`src/common/mem_sub_pkg.sv`:
```
`default_nettype none

// ------------------------------------------------
// Shared definitions for the memory subsystem
// ------------------------------------------------
package mem_sub_pkg;

	// Data and address width
	parameter int xlen = 32;

	// Byte lanes per word
	parameter int xbytes = xlen / 8;

	// Operation requested by the core control side
	typedef enum logic [1:0] {
		LSU_NULL  = 2'd0,
		LSU_LOAD  = 2'd1,
		LSU_STORE = 2'd2
	} lsu_op_t;

	// Access size, also carried on the bus size field
	typedef enum logic [1:0] {
		SIZE_BYTE = 2'd0,
		SIZE_HALF = 2'd1,
		SIZE_WORD = 2'd2
	} lsu_size_t;

	// Encoding 3 is unused
	// Decoders treat it like a word access

endpackage

`default_nettype wire

```
`src/logic/ifu_fetch.sv`:
```
`timescale 1ns/100ps
`default_nettype none

module ifu_fetch #(
	parameter logic [mem_sub_pkg::xlen-1:0] FETCH_BASE = '0
) (
	input  wire                           clk,
	input  wire                           rst_n,
	input  wire                           fetch_en,
	// Fetched instruction pulses once per response
	output logic                          fetch_valid,
	output logic [mem_sub_pkg::xlen-1:0]  fetch_pc,
	output logic [mem_sub_pkg::xlen-1:0]  fetch_instr,
	// Bus master port
	output logic                          cmd_valid,
	input  wire                           cmd_ready,
	output logic                          cmd_read,
	output logic [mem_sub_pkg::xlen-1:0]  cmd_addr,
	output logic [mem_sub_pkg::xlen-1:0]  cmd_wdata,
	output mem_sub_pkg::lsu_size_t        cmd_size,
	input  wire                           rsp_valid,
	output logic                          rsp_ready,
	input  wire [mem_sub_pkg::xlen-1:0]   rsp_rdata,
	input  wire                           rsp_err
);
	import mem_sub_pkg::*;

	logic [xlen-1:0] pc;
	// One read in flight
	logic            pending;
	logic            rsp_fire;

	// ------------------------------------------------
	// Read command at pc
	// ------------------------------------------------
	assign cmd_valid = fetch_en & ~pending;
	assign cmd_read  = 1'b1;
	assign cmd_addr  = pc;
	// Never writes
	assign cmd_wdata = '0;
	assign cmd_size  = SIZE_WORD;
	assign rsp_ready = 1'b1;

	assign rsp_fire = rsp_valid & rsp_ready & pending;

	always_ff @(posedge clk or negedge rst_n) begin
		if (!rst_n) begin
			pending <= 1'b0;
			pc      <= FETCH_BASE;
		end else if (rsp_fire) begin
			// Next sequential word
			pending <= 1'b0;
			pc      <= pc + xlen'(4);
		end else if (cmd_valid & cmd_ready) begin
			pending <= 1'b1;
		end
	end

	// ------------------------------------------------
	// Fetch result
	// ------------------------------------------------
	// pc still points at the word being returned
	assign fetch_valid = rsp_fire;
	assign fetch_pc    = pc;
	// Errored reads already come back as zero
	assign fetch_instr = rsp_rdata;

endmodule

`default_nettype wire

```
`config.mk`:
```
export PLATFORM = sky130hd
export DESIGN_NAME = ifu_fetch
export DESIGN_NICKNAME = d
export VERILOG_FILES = /design/src/common/mem_sub_pkg.sv /design/src/logic/ifu_fetch.sv
export SDC_FILE = /design/constraint.sdc
export NUM_CORES = 1
export LEC_CHECK = 0
export CORE_MARGIN = 2
export CORE_UTILIZATION = 35
export CTS_BUF_LIST = sky130_fd_sc_hd__clkbuf_4 sky130_fd_sc_hd__clkbuf_8
export CTS_CLUSTER_SIZE = 20
export DETAILED_ROUTE_END_ITERATION = 7
export DONT_BUFFER_PORTS = 1
export SETUP_SLACK_MARGIN = 0.2
export SYNTH_ARGS = -nofsm -noshare
export SYNTH_HDL_FRONTEND = slang
export SYNTH_SLANG_ARGS = --single-unit
```
`constraint.sdc`:
```
create_clock -name clk -period 3.2 [get_ports clk]
set_input_delay 0 -clock clk [delete_from_list [all_inputs] [get_ports clk]]
set_output_delay 0 -clock clk [all_outputs]
set_load 0.05 [all_outputs]
```
# After elaboration in Yosys (flattened, before gate mapping)
# Cells that the tools add are included.
# totals
register_bits,33
out_inout_bits,134
# op_classes
addsub,1
muxes,2
bitwise_logic,4
reduce_logical,1
# op_table
op,count
32-bit by 3-bit adder with 32-bit output (second input constant),1
1-bit bitwise AND,3
1-bit 2-to-1 mux,2
2-bit nonzero test,1
1-bit inverter,1

# Logic depth before layout (Yosys ltp)
# logic_depth
ltp_word,5
depth_mapped,6
ltp_nobuf,5

# Least setup slack after synthesis
# No wires, ideal clock.
# synth_timing
path_type,reg2reg
startpoint,"register pc[2], in the netlist cmd_addr[2]"
endpoint,"register pc[30], in the netlist cmd_addr[30]"
setup_ns,0.142
arrival_ns,1.849
path_slack_ns,1.209
path_stages_with_launch,6
period_less_slack_ns,1.991
path_cell_list,dfrtp_1 > ha_1 > nand3_1 > nor4_2 > or3b_1 > xnor2_1
# synth_via
elab_chain_len,1
# synth_rtl
element,line,rtl
start: declaration,ifu_fetch.sv:28,logic [xlen-1:0] pc;
start signal: assignment,ifu_fetch.sv:53,pc <= pc + xlen'(4);
32-bit by 3-bit adder with 32-bit output,ifu_fetch.sv:53,
# No other way between the ends.
# A chain may end at the register's enable or synchronous reset.

# Worst setup path in the final report
# layout_timing
startpoint,"register pc[3], in the netlist cmd_addr[3]"
endpoint,"register pc[30], in the netlist cmd_addr[30]"
# Same word-level chain as after synthesis.

==> impl_metrics.tcl <==
set metrics [dict create \
    cpMaxStageDelayCell "nor4_2" \
    antenna_found_initial 0 \
    multiInputGateArea_sq_um 812.0 \
    slew_violations 0 \
    hold_viol 0 \
    hpwl_microns 2880 \
    critPathLaunchType "flop" \
    rsz0062_at_grt "no" \
    drt_iter0_drc 57 \
    grt_pass1_wl_microns 6341 \
    path_max_fanout 5 \
    fmax_mhz 482.2 \
    drtPass1Iterations 4 \
    grt_pass1_vias 1183 \
    cp_cell_sequence "buf_4 -> ha_1 -> nand3_1 -> nor4_2 -> or3b_1 -> xnor2_1" \
    leakage_uw 0.001060 \
    die-area_sq_um 7021 \
    end_kind "flop" \
    yosys_warnings 0 \
    viasPerCell 4.337 \
    clock_skew_ps 6.131 \
    grt_use_total_pct 11.60 \
    ys_types 29 \
    placed_area_sq_um 1913 \
    avgSynthCellArea_sq_um 9.647 \
    fillers 650 \
    cts_tree "yes" \
    portBuffers 0 \
    cts_buffer_depth 2 \
    drt_wl_total_microns 3876 \
    wl_per_cell_microns 13.74 \
    status "completed" \
    grt_max_degree 32 \
    drtAntennaViolNets 0 \
    cp.required_ps 3360 \
    critical-path-max-stage-delay_ps 420 \
    relSlewSlack_pct 38.65 \
    cts.reportedPaths.clkPinSlew_ps 60 \
    synth_seq_area_share_pct 34.81 \
    cts-root-buf "clkbuf_8" \
    drive_above_1_share_pct 21.95 \
    hold_buffers 4 \
    cts_htree_levels 2 \
    ctsResizeCount 0 \
    cts.sinks 31 \
    nets 244 \
    synth_seq_cells 31 \
    period_minus_slack_ps 2074 \
    areaGrowthSynthToFinish_pct -7.973 \
    fp.coreArea_sq_um 6241 \
    irDropWorstVdd_mv 0.4170 \
    tightest_slew_ps 920.2 \
    cts_made_buffers 5 \
    fin_area_sq_um 2051 \
    pin_count 172 \
    clk_latency_ps 270 \
    grt_overflow 0 \
    post-cts-setup-buffer-count 0 \
    floorplan.rows 29 \
    start_util_pct 35.71 \
    min-delay-path-class "in -> out" \
    postSynthCellCount 231 \
    route.detailed.drc 0 \
    diodes 0 \
    die_x_microns 83.79 \
    period_share_pct 64.81 \
    finalSetupViolCount 0 \
    gp_congestion 0.7929 \
    die_y_microns 83.79 \
    maxCapViolations 0 \
    power_density_nw_per_um2 603.1 \
    worstPathArrival_ps 2230 \
    regArea_sq_um 775.7 \
    worstSetupPathType "reg -> reg" \
    fin_tns_setup_ps 0 \
    syn_area_sq_um 2228 \
    final_util_pct 32.86 \
    vias 1223 \
]
## flip-flops by register name (all words and copies together) (netlist names)
signal	cells
pending	1
cmd_addr	30
## synthesized netlist by cell type (all sizes together)
master / number / area (sq um)
ha: 1 / 12.51
and3: 7 / 43.79
conb: 2 / 7.510
a22o: 1 / 8.760
nor2: 3 / 11.26
inv: 1 / 3.750
nand3: 12 / 72.57
nor4: 4 / 31.28
dfrtp: 31 / 775.7
or4: 1 / 11.26
buf: 104 / 775.7
nand2: 11 / 41.29
xnor2: 16 / 147.7
and4: 4 / 38.79
nor2b: 1 / 6.260
or3b: 1 / 8.760
xor2: 13 / 113.9
mux2: 1 / 11.26
and2: 5 / 31.28
nand4: 7 / 43.79
clkbuf: 1 / 3.750
and4bb: 1 / 12.51
nor3: 3 / 15.01
## cell usage in the layout, fill, tap and decap left out, types with 2 or more instances in the layout
master	count
dlygate4sd3_1	3
and4_1	2
nand4_1	7
xor2_1	13
and2_1	5
nand2_1	11
nor3_1	3
xnor2_1	15
and3_1	7
nor4_1	3
clkbuf_8	6
dfrtp_1	31
nand3_1	11
buf_4	30
nor2_1	3
conb_1	40
## worst paths after layout
kind | start | to | slack (ps) | cells past startpoint
max in group asynchronous | rst_n | cmd_addr[16] | 2880 | 2
max | cmd_addr[3] | cmd_addr[30] | 1130 | 6
min reg2reg | cmd_addr[28] | cmd_addr[30] | 690 | 3
max reg2reg | cmd_addr[3] | cmd_addr[30] | 1130 | 6
min in group asynchronous | rst_n | cmd_addr[25] | 160 | 2
min | rsp_rdata[14] | fetch_instr[14] | 0.02 | 0
## cells by family after synthesis
group	synth area share (%)
muxes	0.5053
and+or+nand+nor	16.51
DFF	34.81
xor gates and xnor gates	11.74
adders and majority gates	0.5614
other	0.3370
AOI/OAI and AO/OA	0.3931
buffers and inverters	35.15
## final cells by class
cell class / instances / area share [%]
flip-flops and latches: 31 / 37.83
clock inverters: 1 / 0.2441
multi-input cells: 132 / 39.60
inverters: 1 / 0.1830
repair buffers: 34 / 13.42
well taps: 77 / 4.698
clock buffers: 6 / 4.027
## layer usage
layer / track usage (%) / up-vias / wire (microns)
met4: 6.452 / 0 / 126
met5: 0 / - / 0
met2: 16.36 / 66 / 1663
met1: 14.59 / 583 / 1677
li1: - / 556 / -
met3: 5.341 / 18 / 409
## power by group
group	switching, uW	leakage, uW	total, uW	internal [uW]
registers	10.8	0.000424	435	424
logic	421	0.000589	498	77.0
clock network	135	0.0000470	303	168
total	567	0.00106	1240	670
## critical path: cells and delay by family (launching register included)
kind | cells | cell delay, ps
buf+inv | 1 | 300
fa+ha+maj | 1 | 220
xor+xnor | 1 | 130
flops | 1 | 320
simple gates | 3 | 990
## through the flow
stage	setup slack (ps)	hold slack, ps	instances	power (uW)
floorplan	1209	-295.6	269	1044
global placement	1126	-294.6	271	927.3
global route	952.0	0.07182	282	1299
detailed placement	1119	-294.5	271	929.1
CTS	1106	0.3409	282	1258
finish	1126	0.01932	282	1237
Note: power is estimated with default switching activity, not from simulation.
