## src/common/mem_sub_pkg.sv

```systemverilog
`default_nettype none

// ------------------------------------------------
// Shared definitions for the memory subsystem
// ------------------------------------------------
package mem_sub_pkg;

	// Data and address width
	parameter int xlen = 32;

	// Byte lanes per word
	parameter int xbytes = xlen / 8;

	// Operation requested by the core control side
	typedef enum logic [1:0] {
		LSU_NULL  = 2'd0,
		LSU_LOAD  = 2'd1,
		LSU_STORE = 2'd2
	} lsu_op_t;

	// Access size, also carried on the bus size field
	typedef enum logic [1:0] {
		SIZE_BYTE = 2'd0,
		SIZE_HALF = 2'd1,
		SIZE_WORD = 2'd2
	} lsu_size_t;

	// Encoding 3 is unused
	// Decoders treat it like a word access

endpackage

`default_nettype wire

```

## src/logic/icb_arbiter.sv

```systemverilog
`timescale 1ns/100ps
`default_nettype none

module icb_arbiter (
	input  wire                           clk,
	input  wire                           rst_n,
	// LSU side, high priority
	input  wire                           lsu_cmd_valid,
	output logic                          lsu_cmd_ready,
	input  wire                           lsu_cmd_read,
	input  wire [mem_sub_pkg::xlen-1:0]   lsu_cmd_addr,
	input  wire [mem_sub_pkg::xlen-1:0]   lsu_cmd_wdata,
	input  mem_sub_pkg::lsu_size_t        lsu_cmd_size,
	output logic                          lsu_rsp_valid,
	input  wire                           lsu_rsp_ready,
	output logic [mem_sub_pkg::xlen-1:0]  lsu_rsp_rdata,
	output logic                          lsu_rsp_err,
	// IFU side
	input  wire                           ifu_cmd_valid,
	output logic                          ifu_cmd_ready,
	input  wire                           ifu_cmd_read,
	input  wire [mem_sub_pkg::xlen-1:0]   ifu_cmd_addr,
	input  wire [mem_sub_pkg::xlen-1:0]   ifu_cmd_wdata,
	input  mem_sub_pkg::lsu_size_t        ifu_cmd_size,
	output logic                          ifu_rsp_valid,
	input  wire                           ifu_rsp_ready,
	output logic [mem_sub_pkg::xlen-1:0]  ifu_rsp_rdata,
	output logic                          ifu_rsp_err,
	// RAM side
	output logic                          ram_cmd_valid,
	input  wire                           ram_cmd_ready,
	output logic                          ram_cmd_read,
	output logic [mem_sub_pkg::xlen-1:0]  ram_cmd_addr,
	output logic [mem_sub_pkg::xlen-1:0]  ram_cmd_wdata,
	output mem_sub_pkg::lsu_size_t        ram_cmd_size,
	input  wire                           ram_rsp_valid,
	output logic                          ram_rsp_ready,
	input  wire [mem_sub_pkg::xlen-1:0]   ram_rsp_rdata,
	input  wire                           ram_rsp_err
);
	// Grant held from command to response
	logic lock;
	// 0 LSU, 1 IFU
	logic owner_ifu;
	// IFU wins only when the LSU is idle
	logic pick_ifu;

	assign pick_ifu = ~lsu_cmd_valid;

	// ------------------------------------------------
	// Command mux
	// ------------------------------------------------
	assign ram_cmd_valid = ~lock & (lsu_cmd_valid | ifu_cmd_valid);
	assign ram_cmd_read  = pick_ifu ? ifu_cmd_read  : lsu_cmd_read;
	assign ram_cmd_addr  = pick_ifu ? ifu_cmd_addr  : lsu_cmd_addr;
	assign ram_cmd_wdata = pick_ifu ? ifu_cmd_wdata : lsu_cmd_wdata;
	assign ram_cmd_size  = pick_ifu ? ifu_cmd_size  : lsu_cmd_size;

	// Loser and locked-out masters just wait
	assign lsu_cmd_ready = ~lock & ram_cmd_ready;
	assign ifu_cmd_ready = ~lock & pick_ifu & ram_cmd_ready;

	always_ff @(posedge clk or negedge rst_n) begin
		if (!rst_n) begin
			lock      <= 1'b0;
			owner_ifu <= 1'b0;
		end else if (ram_cmd_valid & ram_cmd_ready) begin
			lock      <= 1'b1;
			owner_ifu <= pick_ifu;
		end else if (ram_rsp_valid & ram_rsp_ready) begin
			lock      <= 1'b0;
			owner_ifu <= 1'b0;
		end
	end

	// ------------------------------------------------
	// Response routing, owner only
	// ------------------------------------------------
	assign lsu_rsp_valid = lock & ~owner_ifu & ram_rsp_valid;
	assign ifu_rsp_valid = lock & owner_ifu & ram_rsp_valid;
	assign ram_rsp_ready = lock & (owner_ifu ? ifu_rsp_ready : lsu_rsp_ready);

	// Payload shared, qualified by rsp_valid
	assign lsu_rsp_rdata = ram_rsp_rdata;
	assign ifu_rsp_rdata = ram_rsp_rdata;
	assign lsu_rsp_err   = ram_rsp_err;
	assign ifu_rsp_err   = ram_rsp_err;

endmodule

`default_nettype wire

```

## config.mk

```make
export PLATFORM = sky130hd
export DESIGN_NAME = icb_arbiter
export DESIGN_NICKNAME = d
export VERILOG_FILES = /design/src/common/mem_sub_pkg.sv /design/src/logic/icb_arbiter.sv
export SDC_FILE = /design/constraint.sdc
export NUM_CORES = 1
export LEC_CHECK = 0
export BUFFER_PORTS_ARGS = -buffer_cell sky130_fd_sc_hd__buf_2
export CAP_MARGIN = 20
export CORE_AREA = 4 4 118 120
export CTS_CLUSTER_SIZE = 40
export DETAILED_ROUTE_END_ITERATION = 6
export DIE_AREA = 0 0 122 124
export GPL_ROUTABILITY_DRIVEN = 0
export PLACE_DENSITY = 0.48
export SYNTH_ARGS = -nofsm -noshare
export SYNTH_HDL_FRONTEND = slang
export SYNTH_SLANG_ARGS = --single-unit
```

## constraint.sdc

```tcl
create_clock -name clk -period 1.12 [get_ports clk]
set_input_delay 0.168 -clock clk [delete_from_list [all_inputs] [get_ports clk]]
set_output_delay 0.168 -clock clk [all_outputs]
set_load 0.02 [all_outputs]
```

* After elaboration in Yosys (flattened, before gate mapping)
Index checks and enable logic that the tools add are counted.
Cells by class: magnitude comparators 0, bitwise operators 15, shifts and indexed selects 0, muxes and demuxes 8, add/sub/neg operators 0, divide/modulo/power cells 0, multiply operators 0, equal/unequal tests 0, reduce and logical (&&, ||, !) cells 1
Operators with widths (count):
- $mux W32 | 2
- $and A1 B1 Y1 | 11
- $mux W1 | 5
- $not A1 Y1 | 3
- $mux W2 | 1
- $reduce_bool A2 Y1 | 1
- $or A1 B1 Y1 | 1
Word-level totals: input port bits 175, flip-flop bits (word level) 2, bits in writable memories 0, memories kept 0, bits in latches 0, bits in read-only memories 0

* Longest topological paths before layout
depth in word-level cells 5, gate-level depth with buffers 4

* Worst setup path before layout
No wires, ideal clock.
path kind register to output, from register lock, to output port ifu_cmd_ready, path buffers 0, stages on the path, launching flop included 3, slack -277 ps, data arrival time 1229 ps, path through dfrtp_1 -> nor2b_1 -> nor2b_1
On the way: word-level cells in the longest chain between the ends 3
RTL lines:
- from (decl) | RTL line icb_arbiter.sv:42 | logic lock;
- from (signal assigned) | RTL line icb_arbiter.sv:65 | lock <= 1'b0;
- from (signal assigned) | RTL line icb_arbiter.sv:68 | lock <= 1'b1;
- from (signal assigned) | RTL line icb_arbiter.sv:71 | lock <= 1'b0;
- $not A1 Y1 | RTL line icb_arbiter.sv:61 | assign ifu_cmd_ready = ~lock & pick_ifu & ram_cmd_ready;
- $and A1 B1 Y1 (2 in a row) | RTL line icb_arbiter.sv:61
- to (decl) | RTL line icb_arbiter.sv:20 | output logic ifu_cmd_ready,
Every way passes these cells.

* Worst setup path after layout
from register owner_ifu, to output port ram_rsp_ready
On the way: word-level cells in the longest chain between the ends 2
RTL lines:
- from (decl) | RTL line icb_arbiter.sv:44 | logic owner_ifu;
- from (signal assigned) | RTL line icb_arbiter.sv:69 | owner_ifu <= pick_ifu;
- $mux W1 | RTL line icb_arbiter.sv:81 | assign ram_rsp_ready = lock & (owner_ifu ? ifu_rsp_ready : lsu_rsp_ready);
- $and A1 B1 Y1 | RTL line icb_arbiter.sv:81
- to (decl) | RTL line icb_arbiter.sv:37 | output logic ram_rsp_ready,
Every way passes these cells.

==> impl_metrics.json <==
{
  "firstDrtPassIters": 4,
  "rows": 42,
  "placement.setup.worst_slack_ns": -0.138,
  "crit_arrival_ns": 1.11,
  "nFillCells": 1381,
  "routed_wl_um": 7860,
  "synth_nets": 332,
  "max_freq_ghz": 0.784,
  "initialDrtViolationCount": 10,
  "synthDistinctLibCells": 15,
  "drc_errors": 0,
  "clk_latency_ns": 0.22,
  "fin_crit_ns": 1.28,
  "floorplan_die_height_um": 124,
  "irDropWorstVdd_v": 0.000824,
  "yosys_register_bits": 2,
  "routedWlPerCell_um": 15.8,
  "post_synth_instance_area_mm2": 0.00147,
  "numCtsBuffers": 3,
  "cts_max_level": 1,
  "worst_reg2reg_path_length_in_cells": 4,
  "launch_point_of_the_worst_reg_to_reg_path": "owner_ifu",
  "hold_path.class": "in2reg",
  "worst_ep_required_time_ns": 0.95,
  "cts_sink_cnt": 2,
  "setup-tns-final_ns": -0.463,
  "max-clock-path-buffers": 2,
  "grt_first_pass_wirelength_um": 9270,
  "grt_most_used_layer": "met2",
  "layout.cells.most_common": "sky130_fd_sc_hd__buf_2",
  "postLayoutCellArea_mm2": 0.00311,
  "timing.rr.end": "lock",
  "synth.yosys.seq_area_share_pct": 3.40,
  "seqCellArea_um2": 51.3,
  "grt_util_all_layers_pct": 8.02,
  "timing_worst_setup_path_type": "reg2out",
  "clock-skew-final_ns": 0.00302,
  "worst_hold_path.endpoint": "owner_ifu",
  "hp-start": "ifu_cmd_valid",
  "port_buffers": 214,
  "grt_overflow_total": 0,
  "pin_count_of_the_biggest_net_entering_global_routing": 21,
  "rsz0062_at_grt": "true",
  "type_of_element_capturing_the_critical_path": "primary output",
  "slew_headroom_pct": 84.2,
  "ys.warnings.count": 0,
  "violations": "setup timing",
  "power.static_leakage_uw": 0.00169,
  "final_core_util_pct": 24.0,
  "antenna_left": 0,
  "antenna_cells": 0,
  "grt_pass1_vias": 1840,
  "cell_count_after_synthesis": 157,
  "timing.final.crit_share_pct": 114,
  "grt_use_met3_pct": 2.54,
  "floorplan.core_area_mm2": 0.0130,
  "timing_worst_slew_pin_value_ns": 0.237,
  "met2_capacity_usage_during_global_routing_pct": 16.4,
  "postSynthAreaPerCell_um2": 9.37,
  "tritoncts": "done",
  "multiInputGateArea_mm2": 0.00103,
  "floorplan.io_pins": 314,
  "antenna_violations_before_repair": 0,
  "hold_depth": 3,
  "drv_slew": 0,
  "leading_cell_types_in_the_layout_fill_and_taps_excluded": "164 x sky130_fd_sc_hd__buf_2, 45 x sky130_fd_sc_hd__mux2_4, 41 x sky130_fd_sc_hd__buf_6",
  "totalPowerFinal_uw": 2430,
  "nets": 499,
  "detailed_place.area_mm2": 0.00227,
  "floorplan.die.width_um": 122,
  "via_count": 1801,
  "initial_core_util_pct": 11.3,
  "cap_violations": 0,
  "clkSlewWorstSetupHoldPaths_ns": 0.03,
  "setup_slack_ns": -0.155,
  "result_of_the_run": "finished with violations",
  "place.detailed.hpwl_um": 5350,
  "gr-usage-met1_pct": 7.10,
  "die-area_mm2": 0.0151,
  "final_hold_viol_count": 0,
  "setup.reg_to_reg.worst_slack_ns": 0.01,
  "drive_above_1_share_pct": 96.0,
  "power_density_mw_per_mm2": 781,
  "critPathMaxFanout": 3,
  "worstSetupStartpointType": "flop",
  "area_growth_pct": 111,
  "cts_root_buf": "sky130_fd_sc_hd__clkbuf_16",
  "post_drt_via_cell_ratio": 3.62,
  "finalSetupViolCount": 7
}
==> critical path, stage by stage, from the launching register on <==
cell and delay, ns:
sky130_fd_sc_hd__dfrtp_1 0.39, sky130_fd_sc_hd__mux2i_1 0.26, sky130_fd_sc_hd__nor2b_1 0.08, sky130_fd_sc_hd__buf_2 0.16
==> cells in the mapped netlist, drive strengths merged <==
cell   count  area (um2)
buf       74         554
mux2      67         785
nor2b      4        25.0
nor2       3        11.3
dfrtp      2        50.1
a21oi      1        5.00
a22oi      1        7.51
and3       1        6.26
mux2i      1        10.0
nand2      1        3.75
nand3      1        5.00
o22a       1        8.76
==> layer usage <==
metal | wire length, um | part of all wire, %
met1 | 2300 | 29
met2 | 4400 | 56
met3 | 964 | 12
met4 | 183 | 2.3
met5 | 0 | 0
==> worst max path at each step <==
stage                       start                end  slack [ns]  depth (start not counted)
global placement    lsu_cmd_valid  ram_cmd_wdata[18]       -0.12                          4
CTS                     owner_ifu      ram_rsp_ready       -0.11                          3
finish                  owner_ifu      ram_rsp_ready       -0.16                          3
detailed placement  lsu_cmd_valid  ram_cmd_wdata[18]       -0.14                          4
floorplan           lsu_cmd_valid    ram_cmd_size[0]        0.06                          4
global route            owner_ifu      ram_rsp_ready       -0.20                          3
==> cell families after synthesis <==
kind of cell,after synthesis,share of synthesized area (%)
AO/OA/AOI/OAI,3,1.45
buffers and inverters,74,37.7
flip-flops,2,3.40
multiplexers,68,54.0
AND/OR/NAND/NOR,10,3.49
==> report_power, final <==
part	switching [uW]	internal, uW	total (uW)
sequential	41.9	102	144
clock	91.3	455	547
combinational	744	996	1740
total	877	1550	2430
==> area by class of cell <==
| class | instances | area share (%) |
|---|---|---|
| clock buffers | 3 | 2.41 |
| flip-flops and latches | 2 | 1.65 |
| multi-input cells | 81 | 33.1 |
| repair buffers | 236 | 55.8 |
| well taps | 176 | 7.08 |
==> stage by stage <==
step / instances / hold WS [ns]
2_1_floorplan: 157 / -0.128
3_3_place_gp: 475 / -0.0450
3_5_place_dp: 475 / -0.0424
4_1_cts: 490 / 0.267
5_1_grt: 498 / 0.283
6_report: 498 / 0.267
==> registers in the layout, summed over array words and instances (netlist names) <==
register,flops
lock,1
owner_ifu,1
==> timing repair <==
item,in CTS,in global routing
pin swaps,0,2
hold buffers,1,0
gates resized for setup,36,102
setup buffers,6,4
cloned,5,6
endpoints found under the setup margin,73,67
endpoints found under the hold margin,2,0
Note: power is estimated with default switching activity, not from simulation.
