### src/common/mem_sub_pkg.sv
`default_nettype none

// ------------------------------------------------
// Shared definitions for the memory subsystem
// ------------------------------------------------
package mem_sub_pkg;

	// Data and address width
	parameter int xlen = 32;

	// Byte lanes per word
	parameter int xbytes = xlen / 8;

	// Operation requested by the core control side
	typedef enum logic [1:0] {
		LSU_NULL  = 2'd0,
		LSU_LOAD  = 2'd1,
		LSU_STORE = 2'd2
	} lsu_op_t;

	// Access size, also carried on the bus size field
	typedef enum logic [1:0] {
		SIZE_BYTE = 2'd0,
		SIZE_HALF = 2'd1,
		SIZE_WORD = 2'd2
	} lsu_size_t;

	// Encoding 3 is unused
	// Decoders treat it like a word access

endpackage

`default_nettype wire

### src/lsu/lsu.sv
`timescale 1ns/100ps
`default_nettype none

module lsu (
	input  wire                           clk,
	input  wire                           rst_n,
	input  wire                           flush,
	// Core control side, held until lsu_done
	input  mem_sub_pkg::lsu_op_t          lsu_op,
	input  wire [mem_sub_pkg::xlen-1:0]   lsu_addr,
	input  wire [mem_sub_pkg::xlen-1:0]   store_data,
	input  mem_sub_pkg::lsu_size_t        lsu_size,
	input  wire                           lsu_unsign,
	// Result side
	output logic [mem_sub_pkg::xlen-1:0]  wb_data,
	output logic                          wb_valid,
	output logic                          lsu_done,
	output logic                          lsu_err,
	// Bus master port
	output logic                          cmd_valid,
	input  wire                           cmd_ready,
	output logic                          cmd_read,
	output logic [mem_sub_pkg::xlen-1:0]  cmd_addr,
	output logic [mem_sub_pkg::xlen-1:0]  cmd_wdata,
	output mem_sub_pkg::lsu_size_t        cmd_size,
	input  wire                           rsp_valid,
	output logic                          rsp_ready,
	input  wire [mem_sub_pkg::xlen-1:0]   rsp_rdata,
	input  wire                           rsp_err
);
	import mem_sub_pkg::*;

	// 0 address phase, 1 data phase
	logic            phase;
	// Captured at issue
	logic [1:0]      off_q;
	logic            load_q;
	logic            cmd_fire;
	logic            rsp_fire;
	logic [xlen-1:0] rdata_shift;

	// ------------------------------------------------
	// Command side
	// ------------------------------------------------
	// Issue as soon as the op is seen, unless flushing
	assign cmd_valid = (lsu_op != LSU_NULL) & ~phase & ~flush;
	// Anything not a store reads
	assign cmd_read  = (lsu_op != LSU_STORE);
	assign cmd_addr  = lsu_addr;
	assign cmd_wdata = store_data;
	assign cmd_size  = lsu_size;

	// Always able to sink a response
	assign rsp_ready = 1'b1;

	assign cmd_fire = cmd_valid & cmd_ready;
	assign rsp_fire = rsp_valid & rsp_ready;

	always_ff @(posedge clk or negedge rst_n) begin
		if (!rst_n) begin
			phase <= 1'b0;
		end else if (cmd_fire) begin
			phase <= 1'b1;
		end else if (rsp_fire) begin
			phase <= 1'b0;
		end
	end

	// Offset and direction of the accepted command
	always_ff @(posedge clk) begin
		if (cmd_fire) begin
			off_q  <= lsu_addr[1:0];
			load_q <= (lsu_op == LSU_LOAD);
		end
	end

	// ------------------------------------------------
	// Response side and load alignment
	// ------------------------------------------------
	// Bring the addressed byte down to lane 0
	assign rdata_shift = rsp_rdata >> {off_q, 3'b000};

	always_comb begin
		case (lsu_size)
			SIZE_BYTE: begin
				if (lsu_unsign)
					wb_data = {{(xlen-8){1'b0}}, rdata_shift[7:0]};
				else
					wb_data = {{(xlen-8){rdata_shift[7]}}, rdata_shift[7:0]};
			end
			SIZE_HALF: begin
				if (lsu_unsign)
					wb_data = {{(xlen-16){1'b0}}, rdata_shift[15:0]};
				else
					wb_data = {{(xlen-16){rdata_shift[15]}}, rdata_shift[15:0]};
			end
			// Word, no extension needed
			default: wb_data = rdata_shift;
		endcase
	end

	// Done in the response cycle, stores included
	assign lsu_done = phase & rsp_fire;
	assign wb_valid = lsu_done & load_q;
	assign lsu_err  = lsu_done & rsp_err;

endmodule

`default_nettype wire

### config.mk
export PLATFORM = sky130hd
export DESIGN_NAME = lsu
export DESIGN_NICKNAME = d
export VERILOG_FILES = /design/src/common/mem_sub_pkg.sv /design/src/lsu/lsu.sv
export SDC_FILE = /design/constraint.sdc
export NUM_CORES = 1
export LEC_CHECK = 0
export ABC_AREA = 0
export BUFFER_PORTS_ARGS = -buffer_cell sky130_fd_sc_hd__buf_2
export CAP_MARGIN = 20
export CORE_AREA = 2 2 83 85
export CTS_CLUSTER_SIZE = 20
export DETAILED_ROUTE_END_ITERATION = 10
export DIE_AREA = 0 0 85 87
export PLACE_DENSITY = 0.69
export SYNTH_ARGS = -nofsm -noshare
export SYNTH_HDL_FRONTEND = slang
export SYNTH_SLANG_ARGS = --single-unit
### constraint.sdc
create_clock -name clk -period 2.5 [get_ports clk]
set_input_delay 0.25 -clock clk [delete_from_list [all_inputs] [get_ports clk]]
set_output_delay 0.25 -clock clk [all_outputs]
set_load 0.05 [all_outputs]
### After elaboration in Yosys (flattened, before gate mapping)

Cells that the tools add are included.
W data, S select, Z words.

* input port bits: 107
* register bits: 4
* output and inout port bits: 104
* logic and storage cells: 23

* reduce and logical (&&, ||, !) cells: 3
* shift-type cells: 1
* multiplexer cells: 5
* bitwise operators: 8
* equal/unequal tests: 3

Operator list (number)
* $mux W32: 2
* $pmux W32 S2: 1
* $shr A32 B5 Y32: 1
* $and A1 B1 Y1: 6
* $eq A2 B1 Y1 const B: 2
* $reduce_bool A2 Y1: 2
* $logic_not A2 Y1: 1
* $mux W1: 2
* $ne A2 B2 Y1 const B: 1
* $not A1 Y1: 2

### Depth between registers and ports, before layout

Gate-level depths: netlist of run 1.

* depth after elaboration: 5
* depth in mapped cells: 5
* gate-level depth less buffers: 3

### Worst setup path before layout of run 1

OpenSTA, ideal clock, no wires.

* path type: register to register
* from: register phase
* to: register load_q (enable)
* data arrival time: 1876 ps
* setup time: 306 ps
* period minus slack after synthesis: 2181 ps
* cell stages (with the launch flop): 3
* required time: 2194 ps
* setup slack: 319 ps
* buffers on the path: 0
* cells stage by stage: dfrtp_1 -> nor3_1 -> and2_1

* cells in the longest elaborated chain, start to end: 4

RTL lines
* start, declared: line lsu.sv:34 `logic phase;`
* start signal, assigned: line lsu.sv:61 `phase <= 1'b0;`
* start signal, assigned: line lsu.sv:63 `phase <= 1'b1;`
* start signal, assigned: line lsu.sv:65 `phase <= 1'b0;`
* $not A1 Y1: line lsu.sv:46 `assign cmd_valid = (lsu_op != LSU_NULL) & ~phase & ~flush;`
* $and A1 B1 Y1 (2 in series): line lsu.sv:46
* via cmd_valid: line lsu.sv:20 `output logic cmd_valid,`
* $and A1 B1 Y1: line lsu.sv:56 `assign cmd_fire = cmd_valid & cmd_ready;`
* via cmd_fire: line lsu.sv:38 `logic cmd_fire;`
* end signal, assigned: line lsu.sv:73 `load_q <= (lsu_op == LSU_LOAD);`
* end, declared: line lsu.sv:37 `logic load_q;`

The timed path passes the listed nets, and every way through them passes these cells.
A chain may end at the register's enable or synchronous reset.

### Worst setup path in the final report of run 1

* from: register off_q[1]
* to: output wb_data[31] in the netlist's numbering

* cells in the longest elaborated chain, start to end: 3
* elaborated cells on any way between the ends: 4
* those cells by class: shift (1); mux (3)

RTL lines
* start, declared: line lsu.sv:36 `logic [1:0] off_q;`
* start signal, assigned: line lsu.sv:72 `off_q <= lsu_addr[1:0];`
* $shr A32 B5 Y32 (*): line lsu.sv:81 `assign rdata_shift = rsp_rdata >> {off_q, 3'b000};`
* $mux W32, on equally long branches: line lsu.sv:92, lsu.sv:86
* $pmux W32 S2 (*): line lsu.sv:84 `case (lsu_size)`
* end, declared: line lsu.sv:15 `output logic [mem_sub_pkg::xlen-1:0] wb_data,`

Every way passes the cells marked *; elsewhere a longest branch is shown, timed or not.

==> impl_metrics.env, run 1 <==
export IMPL_status="complete, no violations"
export IMPL_cp_startpoint="off_q[1]"
export IMPL_cellLeakagePower_nw=0.724
export IMPL_drv_cap=0
export IMPL_synth_compound_area_share_pct=23.8
export IMPL_clockPowerShare_pct=22.6
export IMPL_setup_slack_ns=0.227
export IMPL_p_total_uw=628
export IMPL_min_period_ns=2.27
export IMPL_antenna_cells=0
export IMPL_synth_ff_type="edfxtp_1"
export IMPL_core_um2=6570
export IMPL_syn_area_per_cell_um2=7.83
export IMPL_netlist_cell_type_count=30
export IMPL_final_cell_mix="buf_2, a21oi_1, mux2i_1"
export IMPL_yosysWarnings=0
export IMPL_grt_max_degree=25
export IMPL_register_area_um2=115
export IMPL_muxShareOfSynthArea_pct=13.9
export IMPL_num_rows=30
export IMPL_grt_pass1_wl_um=6250
export IMPL_drv_slew=0
export IMPL_fin_crit_sh_pct=90.9
export IMPL_io_buffer_count=85
export IMPL_reg2reg_slack_ns=1.26
export IMPL_pin_count=211
export IMPL_path_buf_inv=2
export IMPL_wl_met3_um=498
export IMPL_finish_instance_area_um2=1480
export IMPL_clk_pin_slew_ns=0.04
export IMPL_critPathMaxStageDelay_ns=0.46
export IMPL_yosysTopAreaCellShare_pct=35.8
export IMPL_layout_drive_gt1_share_pct=53.2
export IMPL_worst_path_max_fanout=23
export IMPL_cts_tree="built"
export IMPL_timing_fmax_mhz=440
export IMPL_critPathCaptureType="output pin"
export IMPL_dp_slack_ns=0.448
export IMPL_skew_ns=0.00722
export IMPL_dr_first_iter_drc_count=28
export IMPL_antenna_found_initial=1
export IMPL_final_common_cell="buf_2"
export IMPL_finalHoldViolations=0
export IMPL_syn_inst=185
export IMPL_cp_data_arrival_time_ns=2.02
export IMPL_drtPass1Iterations=4
export IMPL_place_congestion=0.828
export IMPL_multiInputGateArea_um2=762
export IMPL_start_kind="flip-flop"
export IMPL_power_density_nw_per_um2=423
export IMPL_place_area_um2=1430
export IMPL_crit_family="simple AND/OR/NAND/NOR gates"
export IMPL_nets=309
export IMPL_synth_fa_ha_area_share_pct=0
export IMPL_clockBufferDepth=2
export IMPL_comb_power_share_pct=64.6
export IMPL_synthesis_area_um2=1450
export IMPL_synth_xor_area_share_pct=0.605
export IMPL_cp_required_ns=2.25
export IMPL_cts_inserted_buffers=3
export IMPL_yosysTopAreaCell="buf_4"
export IMPL_avgRoutedWirePerCell_um=14.9
export IMPL_die_area_um2=7400
export IMPL_die_w_um=85
export IMPL_p_switching_uw=329
export IMPL_finalSetupViolCount=0
export IMPL_wirelength_um=4180
export IMPL_syn_to_final_growth_pct=2.51
export IMPL_p_int_uw=299
export IMPL_root_buffer="clkbuf_8"
export IMPL_synth_top_family_by_area="buffers and inverters"
export IMPL_via_per_inst=4.57
export IMPL_tns_ns=0
export IMPL_grt_pass1_vias=1224
export IMPL_die_height_um=87
export IMPL_ys_seq_area_share_pct=7.95
export IMPL_drt_met1_wl_um=1540
export IMPL_yosys_top_cells_area="buf_4, mux2i_1, a21oi_1, edfxtp_1, o2bb2ai_1"
export IMPL_fillerInstances=738
export IMPL_worstHoldStart="lsu_addr[0]"
export IMPL_hold_path_class="in -> reg"
export IMPL_met2_length_um=1980
export IMPL_antenna_left=0
export IMPL_cts_max_level=1
export IMPL_switching_share_pct=52.4
export IMPL_worstReg2RegStart="phase"
export IMPL_synth_edf_count=3
export IMPL_vias=1284
export IMPL_synth_seq_cells=4
export IMPL_seqPwrFrac_pct=12.8
export IMPL_grt_ovfl_total=0
export IMPL_route_detailed_drc=0
export IMPL_start_util_pct=22.0
export IMPL_dp_hpwl_um=3510
export IMPL_track_usage_pct=10.3
export IMPL_highest_layer="met4"
export IMPL_crit_chain="buf_4 > nand2b_1 > nor2_2 > o2bb2ai_1 > buf_2"
export IMPL_vdd_drop_max_v=0.000148
export IMPL_cts_resized_gates=0
export IMPL_synth_simple_gate_area_share_pct=14.1
export IMPL_grt_setup_unrepaired="false"
export IMPL_critical_path_class="reg -> out"
export IMPL_cp_slowest_cell="edfxtp_1"
export IMPL_synth_nets=292
export IMPL_insertion_delay_ns=0.22
export IMPL_clkSinkCount=4
export IMPL_async_flop_share_pct=25.0
==> synthesized netlist by cell type, drive strengths merged, types with 3 or more instances <==
cell type and count:
nor2 6, mux2i 16, a211oi 7, nor2b 11, a21oi 22, o22ai 8
or2 9, mux2 3, o2bb2ai 8, buf 75, edfxtp 3
==> per-layer routing <==
metal,up-vias,global-route usage [%]
met5,-,0
met4,0,5.48
met3,22,4.36
met2,86,17.2
met1,563,11.1
li1,613,-
==> repair_timing <==
item	4_1_cts	5_1_grt
hold endpoints to repair	1	0
hold buffers	1	0
setup buffers	0	0
==> power groups by stage <==
stage	clock [mW]	sequential [mW]	combinational, mW
after floorplan	0	0.0789	0.573
after global placement	0	0.0807	0.404
after detailed placement	0	0.0814	0.406
after CTS	0.146	0.0805	0.408
after global routing	0.150	0.0810	0.429
final	0.142	0.0803	0.406
==> sequential cells by signal, indices dropped and copies added, names as in the netlist <==
name	cells
load_q	1
phase	1
off_q	2
==> cell type report <==
cell class / count / area share, %
Timing Repair Buffer: 89 / 30.9
Multi-Input combinational cell: 103 / 51.3
Inverter: 1 / 0.253
Tap cell: 80 / 6.75
Clock buffer: 4 / 3.04
Sequential cell: 4 / 7.76
==> kinds of logic (layout without fill, tap and decap cells) <==
group | after synthesis | count (layout)
buffers and inverters | 78 | 94
AO/OA/AOI/OAI | 48 | 48
AND/OR/NAND/NOR | 34 | 34
multiplexers | 19 | 19
flip-flops | 4 | 4
other | 1 | 1
XOR/XNOR | 1 | 1
==> path summary, 6_finish.rpt <==
kind,depth (start not counted),endpoint
max,5,wb_data[31]
min,1,off_q[0]
max reg2reg,2,load_q
min reg2reg,1,phase
max in group asynchronous,2,phase
min in group asynchronous,2,phase
==> metrics by stage <==
| stage | util [%] | instances | hold WS (ns) |
|---|---|---|---|
| 3_5_place_dp | 21.8 | 276 | 0.0303 |
| 3_3_place_gp | 21.8 | 276 | 0.0260 |
| 5_1_grt | 22.6 | 281 | 0.222 |
| 6_report | 22.6 | 281 | 0.230 |
| 2_1_floorplan | - | 185 | -0.0456 |
| 4_1_cts | 22.6 | 281 | 0.227 |
No activity file was read; power rests on OpenSTA's default activity.
==> inputs of run 2 (changes only) <==
--- a/config.mk
+++ b/config.mk
@@ -9,10 +9,10 @@
 export BUFFER_PORTS_ARGS = -buffer_cell sky130_fd_sc_hd__buf_2
 export CAP_MARGIN = 20
 export CORE_AREA = 2 2 83 85
+export CTS_BUF_LIST = sky130_fd_sc_hd__clkbuf_16
 export CTS_CLUSTER_SIZE = 20
 export DETAILED_ROUTE_END_ITERATION = 10
 export DIE_AREA = 0 0 85 87
-export PLACE_DENSITY = 0.69
 export SYNTH_ARGS = -nofsm -noshare
 export SYNTH_HDL_FRONTEND = slang
 export SYNTH_SLANG_ARGS = --single-unit
==> run 2 against run 1 <==
Against the previous run: wire length up 13%; register-to-register slack got worse by 0.05 ns; hold slack lost 0.0074 ns; die area unchanged; global-route usage grew 1.2 points; sequential power rose by 2%; critical endpoint is now wb_data[15].
==> impl_metrics.env, run 2 (same netlist as run 1, synthesis figures left out) <==
export IMPL_status="complete, no violations"
export IMPL_reg2reg_slack_ns=1.21
export IMPL_cp_endpoint="wb_data[15]"
export IMPL_grt_setup_unrepaired="false"
export IMPL_hold_path_class="in -> reg"
export IMPL_drv_cap=0
export IMPL_antenna_left=0
export IMPL_critPathCaptureType="output pin"
export IMPL_reg_top3="off_q: 2 flops, load_q: 1 flops, phase: 1 flops"
export IMPL_wirelength_um=4700
export IMPL_cts_inserted_buffers=3
export IMPL_worst_path_max_fanout=10
export IMPL_cts_max_level=1
export IMPL_grt_pass1_wl_um=6800
export IMPL_drtPass1Iterations=4
export IMPL_cp_data_arrival_time_ns=2.03
export IMPL_cp_required_ns=2.25
export IMPL_track_usage_pct=11.5
export IMPL_route_detailed_drc=0
export IMPL_start_util_pct=22.0
export IMPL_skew_ns=0.00199
export IMPL_nets=308
export IMPL_worstReg2RegStart="phase"
export IMPL_clockBufferDepth=2
export IMPL_final_common_cell="buf_2"
export IMPL_fin_crit_sh_pct=91.2
export IMPL_dr_first_iter_drc_count=56
export IMPL_finalHoldViolations=0
export IMPL_r2r_end="load_q"
export IMPL_avgRoutedWirePerCell_um=16.8
export IMPL_grt_max_degree=31
export IMPL_cp_startpoint="off_q[1]"
export IMPL_tns_ns=0
export IMPL_cts_resized_gates=0
export IMPL_max_slew_worst_pin_slew_ns=0.547
export IMPL_largest_reg_flops=2
export IMPL_die_height_um=87
export IMPL_clkSinkCount=4
export IMPL_finish_instance_area_um2=1510
export IMPL_root_buffer="clkbuf_16"
export IMPL_start_kind="flip-flop"
export IMPL_layout_drive_gt1_share_pct=53.0
export IMPL_final_cell_mix="buf_2, a21oi_1, mux2i_1"
export IMPL_drv_slew=0
export IMPL_registers_top_by_ff_count="off_q"
export IMPL_num_rows=30
export IMPL_finalSetupViolCount=0
export IMPL_grt_pass1_vias=1233
export IMPL_pin_count=211
export IMPL_io_buffer_count=85
export IMPL_slew_headroom_pct=63.4
export IMPL_place_area_um2=1420
export IMPL_die_area_um2=7400
export IMPL_ff2ff_path_depth=2
export IMPL_syn_to_final_growth_pct=4.32
export IMPL_antenna_found_initial=2
export IMPL_clk_pin_slew_ns=0.03
export IMPL_vdd_drop_max_v=0.000202
export IMPL_timing_fmax_mhz=439
export IMPL_antenna_cells=0
export IMPL_grt_ovfl_total=0
export IMPL_place_congestion=0.779
export IMPL_die_w_um=85
export IMPL_timing_hold_ws_ns=0.222
export IMPL_min_period_ns=2.28
export IMPL_critical_path_class="reg -> out"
export IMPL_via_per_inst=4.78
export IMPL_power_density_nw_per_um2=489
export IMPL_dp_hpwl_um=3920
export IMPL_cellLeakagePower_nw=0.739
export IMPL_vias=1339
export IMPL_p_total_uw=738
export IMPL_cts_tree="built"
export IMPL_core_um2=6570
export IMPL_insertion_delay_ns=0.22
## run 2: cell types whose count changed in the layout (fill, tap and decap cells not counted)
cell / delta
inv_1: +1
buf_4: -1
clkbuf_8: -3
clkbuf_1: -1
clkbuf_16: +3
## run 2: what timing repair did
item / 4_1_cts / 5_1_grt
setup endpoints to repair: 0 / 0
hold buffers: 1 / 0
setup buffers: 0 / 0
hold endpoints to repair: 1 / 0
## run 2: power by group
group | switching [mW] | internal, mW | total (mW)
clock | 0.0462 | 0.206 | 0.253
sequential | 0.00570 | 0.0764 | 0.0821
combinational | 0.291 | 0.113 | 0.403
## run 2: worst max-delay path, cell delays in order, from the launching register on
cell,delay [ns]
edfxtp_1,0.57
mux2_4,0.38
a221oi_4,0.51
a21oi_1,0.10
buf_2,0.24
## run 2: layout make-up
| class | count | area [um2] |
|---|---|---|
| clock buffer | 3 | 75.1 |
| clock inverter | 1 | 3.75 |
| fill | 727 | 5060 |
| inverter | 1 | 3.75 |
| multi-input combinational | 103 | 762 |
| sequential | 4 | 115 |
| tap | 80 | 100 |
| timing repair buffer | 88 | 450 |
## run 2: worst min-delay path by stage
stage | end | slack [ns] | start | cells after the start
after global routing | off_q[0] | 0.21 | lsu_addr[0] | 1
after detailed placement | phase | 0.03 | rst_n | 1
final | off_q[0] | 0.22 | lsu_addr[0] | 1
after CTS | off_q[0] | 0.22 | lsu_addr[0] | 1
after global placement | phase | 0.03 | rst_n | 1
after floorplan | phase | -0.05 | rst_n | 0
## run 2: through the flow
step / instances / worst slack (ns) / utilization (%)
after CTS: 280 / 0.238 / 23.0
after detailed placement: 275 / 0.470 / 21.6
after global placement: 275 / 0.522 / 21.6
after global routing: 280 / 0.131 / 23.0
final: 280 / 0.221 / 23.0
after floorplan: 185 / 0.319 / -
## run 2: per-layer routing
| metal | part of all wire [%] | global-route usage [%] | up-vias |
|---|---|---|---|
| met4 | 2.8 | 4.91 | 2 |
| li1 | - | - | 609 |
| met5 | 0.23 | 0 | - |
| met3 | 14 | 5.59 | 30 |
| met1 | 34 | 12.3 | 585 |
| met2 | 49 | 19.5 | 113 |
==> inputs of run 3 (changes only) <==
--- a/config.mk
+++ b/config.mk
@@ -5,14 +5,15 @@
 export SDC_FILE = /design/constraint.sdc
 export NUM_CORES = 1
 export LEC_CHECK = 0
-export ABC_AREA = 0
+export ABC_AREA = 1
 export BUFFER_PORTS_ARGS = -buffer_cell sky130_fd_sc_hd__buf_2
 export CAP_MARGIN = 20
-export CORE_AREA = 2 2 83 85
+export CORE_AREA = 2 2 82 84
 export CTS_BUF_LIST = sky130_fd_sc_hd__clkbuf_16
 export CTS_CLUSTER_SIZE = 20
 export DETAILED_ROUTE_END_ITERATION = 10
-export DIE_AREA = 0 0 85 87
+export DIE_AREA = 0 0 84 86
+export PLACE_DENSITY = 0.67
 export SYNTH_ARGS = -nofsm -noshare
 export SYNTH_HDL_FRONTEND = slang
 export SYNTH_SLANG_ARGS = --single-unit
==> run 3 against run 2 <==
Against the previous run: die area shrank 2.3%; setup slack gained 0.0022 ns; clock skew grew 0.0052 ns; largest power group unchanged.
==> impl_metrics.env, run 3 <==
export IMPL_layout_drive_gt1_share_pct=46.5
export IMPL_holdPathStages=1
export IMPL_yosysWarnings=0
export IMPL_multiInputGateArea_um2=803
export IMPL_pin_count=211
export IMPL_path_buf_inv=2
export IMPL_finalHoldViolations=0
export IMPL_via_per_inst=4.69
export IMPL_tns_ns=0
export IMPL_grt_max_degree=35
export IMPL_finish_instance_area_um2=1630
export IMPL_cts_max_level=1
export IMPL_cts_resized_gates=0
export IMPL_yosys_top_cells_area="buf_4, nand2_1, nand3_2, o211ai_1, edfxtp_1"
export IMPL_min_period_ns=2.28
export IMPL_clockBufferDepth=2
export IMPL_crit_family="simple AND/OR/NAND/NOR gates"
export IMPL_dr_first_iter_drc_count=82
export IMPL_worst_path_max_fanout=24
export IMPL_ys_seq_area_share_pct=7.21
export IMPL_synth_most_common_cell="buf_4"
export IMPL_cp_slowest_cell="edfxtp_1"
export IMPL_dp_hpwl_um=4150
export IMPL_die_height_um=86
export IMPL_syn_inst=242
export IMPL_cts_setup_buffers=0
export IMPL_critPathCaptureType="output pin"
export IMPL_grt_pass1_wl_um=7610
export IMPL_netlist_cell_type_count=26
export IMPL_final_common_cell="buf_2"
export IMPL_vdd_drop_max_v=0.000214
export IMPL_async_flop_share_pct=25.0
export IMPL_cts_inserted_buffers=3
export IMPL_antenna_cells=0
export IMPL_grt_ovfl_total=0
export IMPL_io_buffer_count=85
export IMPL_drv_slew=0
export IMPL_reg2reg_slack_ns=1.32
export IMPL_worstHoldStart="lsu_addr[1]"
export IMPL_hold_path_class="in -> reg"
export IMPL_yosysTopAreaCell="buf_4"
export IMPL_synth_common_cells="buf_4, nand2_1, nand3_2"
export IMPL_syn_to_final_growth_pct=2.35
export IMPL_synth_ff_type="edfxtp_1"
export IMPL_die_area_um2=7220
export IMPL_nets=362
export IMPL_worstReg2RegStart="phase"
export IMPL_avgRoutedWirePerCell_um=15.4
export IMPL_critical_path_class="reg -> out"
export IMPL_syn_area_per_cell_um2=6.60
export IMPL_r2r_end="load_q"
export IMPL_drv_cap=0
export IMPL_place_congestion=0.866
export IMPL_synthesis_area_um2=1600
export IMPL_register_area_um2=115
export IMPL_registers_top_by_ff_count="off_q"
export IMPL_cts_tree="built"
export IMPL_route_detailed_drc=0
export IMPL_synth_seq_cells=4
export IMPL_critPathMaxStageDelay_ns=0.59
export IMPL_yosysTopAreaCellShare_pct=31.5
export IMPL_cts_hold_buf=1
export IMPL_power_density_nw_per_um2=451
export IMPL_final_cell_mix="buf_2, nand2_1, nand3_2"
export IMPL_wirelength_um=5090
export IMPL_clk_pin_slew_ns=0.04
export IMPL_ff2ff_path_depth=3
export IMPL_status="complete, no violations"
export IMPL_antenna_left=0
export IMPL_finalSetupViolCount=0
export IMPL_crit_chain="inv_8 > nand2_1 > nand3_2 > nand3_4 > nand3_1 > buf_2"
export IMPL_grt_setup_unrepaired="false"
export IMPL_start_util_pct=25.4
export IMPL_num_rows=29
export IMPL_holdPathEnd="off_q[1]"
export IMPL_grt_pass1_vias=1455
export IMPL_reg_top3="off_q: 2 flops, load_q: 1 flops, phase: 1 flops"
export IMPL_core_um2=6280
export IMPL_clkSinkCount=4
export IMPL_cp_required_ns=2.25
export IMPL_place_area_um2=1550
export IMPL_fin_crit_sh_pct=91.1
export IMPL_cellLeakagePower_nw=0.987
export IMPL_start_kind="flip-flop"
export IMPL_root_buffer="clkbuf_16"
export IMPL_synth_edf_count=3
export IMPL_largest_reg_flops=2
export IMPL_drtPass1Iterations=4
export IMPL_antenna_found_initial=0
export IMPL_track_usage_pct=13.3
export IMPL_insertion_delay_ns=0.23
export IMPL_timing_fmax_mhz=439
export IMPL_cp_data_arrival_time_ns=2.03
export IMPL_die_w_um=84
export IMPL_fillerInstances=702
export IMPL_skew_ns=0.00716
export IMPL_synth_nets=349
export IMPL_vias=1551
run 3: cell types whose count changed in the layout (fill, tap and decap cells not counted), sizes merged, moves of 9 or more:
| cell | before | now |
|---|---|---|
| nand3 | 0 | 29 |
| o211ai | 0 | 14 |
| inv | 2 | 19 |
| a21oi | 22 | 7 |
| or2 | 9 | 0 |
| mux2i | 16 | 0 |
| nand2 | 1 | 57 |
| nor2b | 11 | 0 |
run 3: layer usage:
| metal | vias up | routed length, um | global-route usage [%] |
|---|---|---|---|
| li1 | 747 | - | - |
| met1 | 686 | 1720 | 13.5 |
| met2 | 94 | 2600 | 24.1 |
| met3 | 24 | 586 | 5.39 |
| met4 | 0 | 186 | 6.16 |
| met5 | - | 0 | 0 |
run 3: power by group:
| group | leakage, nW | switching [mW] | internal, mW |
|---|---|---|---|
| logic | 0.904 | 0.292 | 0.105 |
| registers | 0.0407 | 0.00592 | 0.0764 |
| clock network | 0.0423 | 0.0511 | 0.207 |
run 3: worst max-delay path by stage:
stage | startpoint | to | cells past startpoint
floorplan | phase | load_q | 3
global placement | off_q[0] | wb_data[19] | 6
detailed placement | off_q[0] | wb_data[28] | 6
CTS | off_q[0] | wb_data[28] | 6
global route | off_q[0] | wb_data[29] | 6
finish | off_q[0] | wb_data[28] | 6
run 3: worst register-to-register path: cells and delay by family (launching register included):
kind	cells	cell delay, ns
flops	1	0.38
simple gates	2	0.35
buf+inv	1	0.15
run 3: cells by family after synthesis:
logic type | synth area share (%)
and+or+nand+nor | 35.5
buffers and inverters | 42.5
AOI/OAI and AO/OA | 14.6
DFF | 7.21
other | 0.235
run 3: metrics by stage:
stage	hold WS (ns)	setup WS, ns	std cells	util (%)	total power, mW
floorplan	-0.0456	0.381	242	-	0.647
global placement	0.0250	0.514	326	24.6	0.478
global route	0.222	0.0792	331	26.0	0.778
detailed placement	0.0263	0.456	326	24.6	0.482
CTS	0.218	0.201	331	26.0	0.745
finish	0.216	0.223	331	26.0	0.737
run 3: final cells by class:
class | instances | area share [%]
Clock buffer | 3 | 4.59
Clock inverter | 1 | 0.230
Inverter | 18 | 4.59
Multi-Input combinational cell | 140 | 49.2
Sequential cell | 4 | 7.04
Tap cell | 77 | 5.90
Timing Repair Buffer | 88 | 28.5
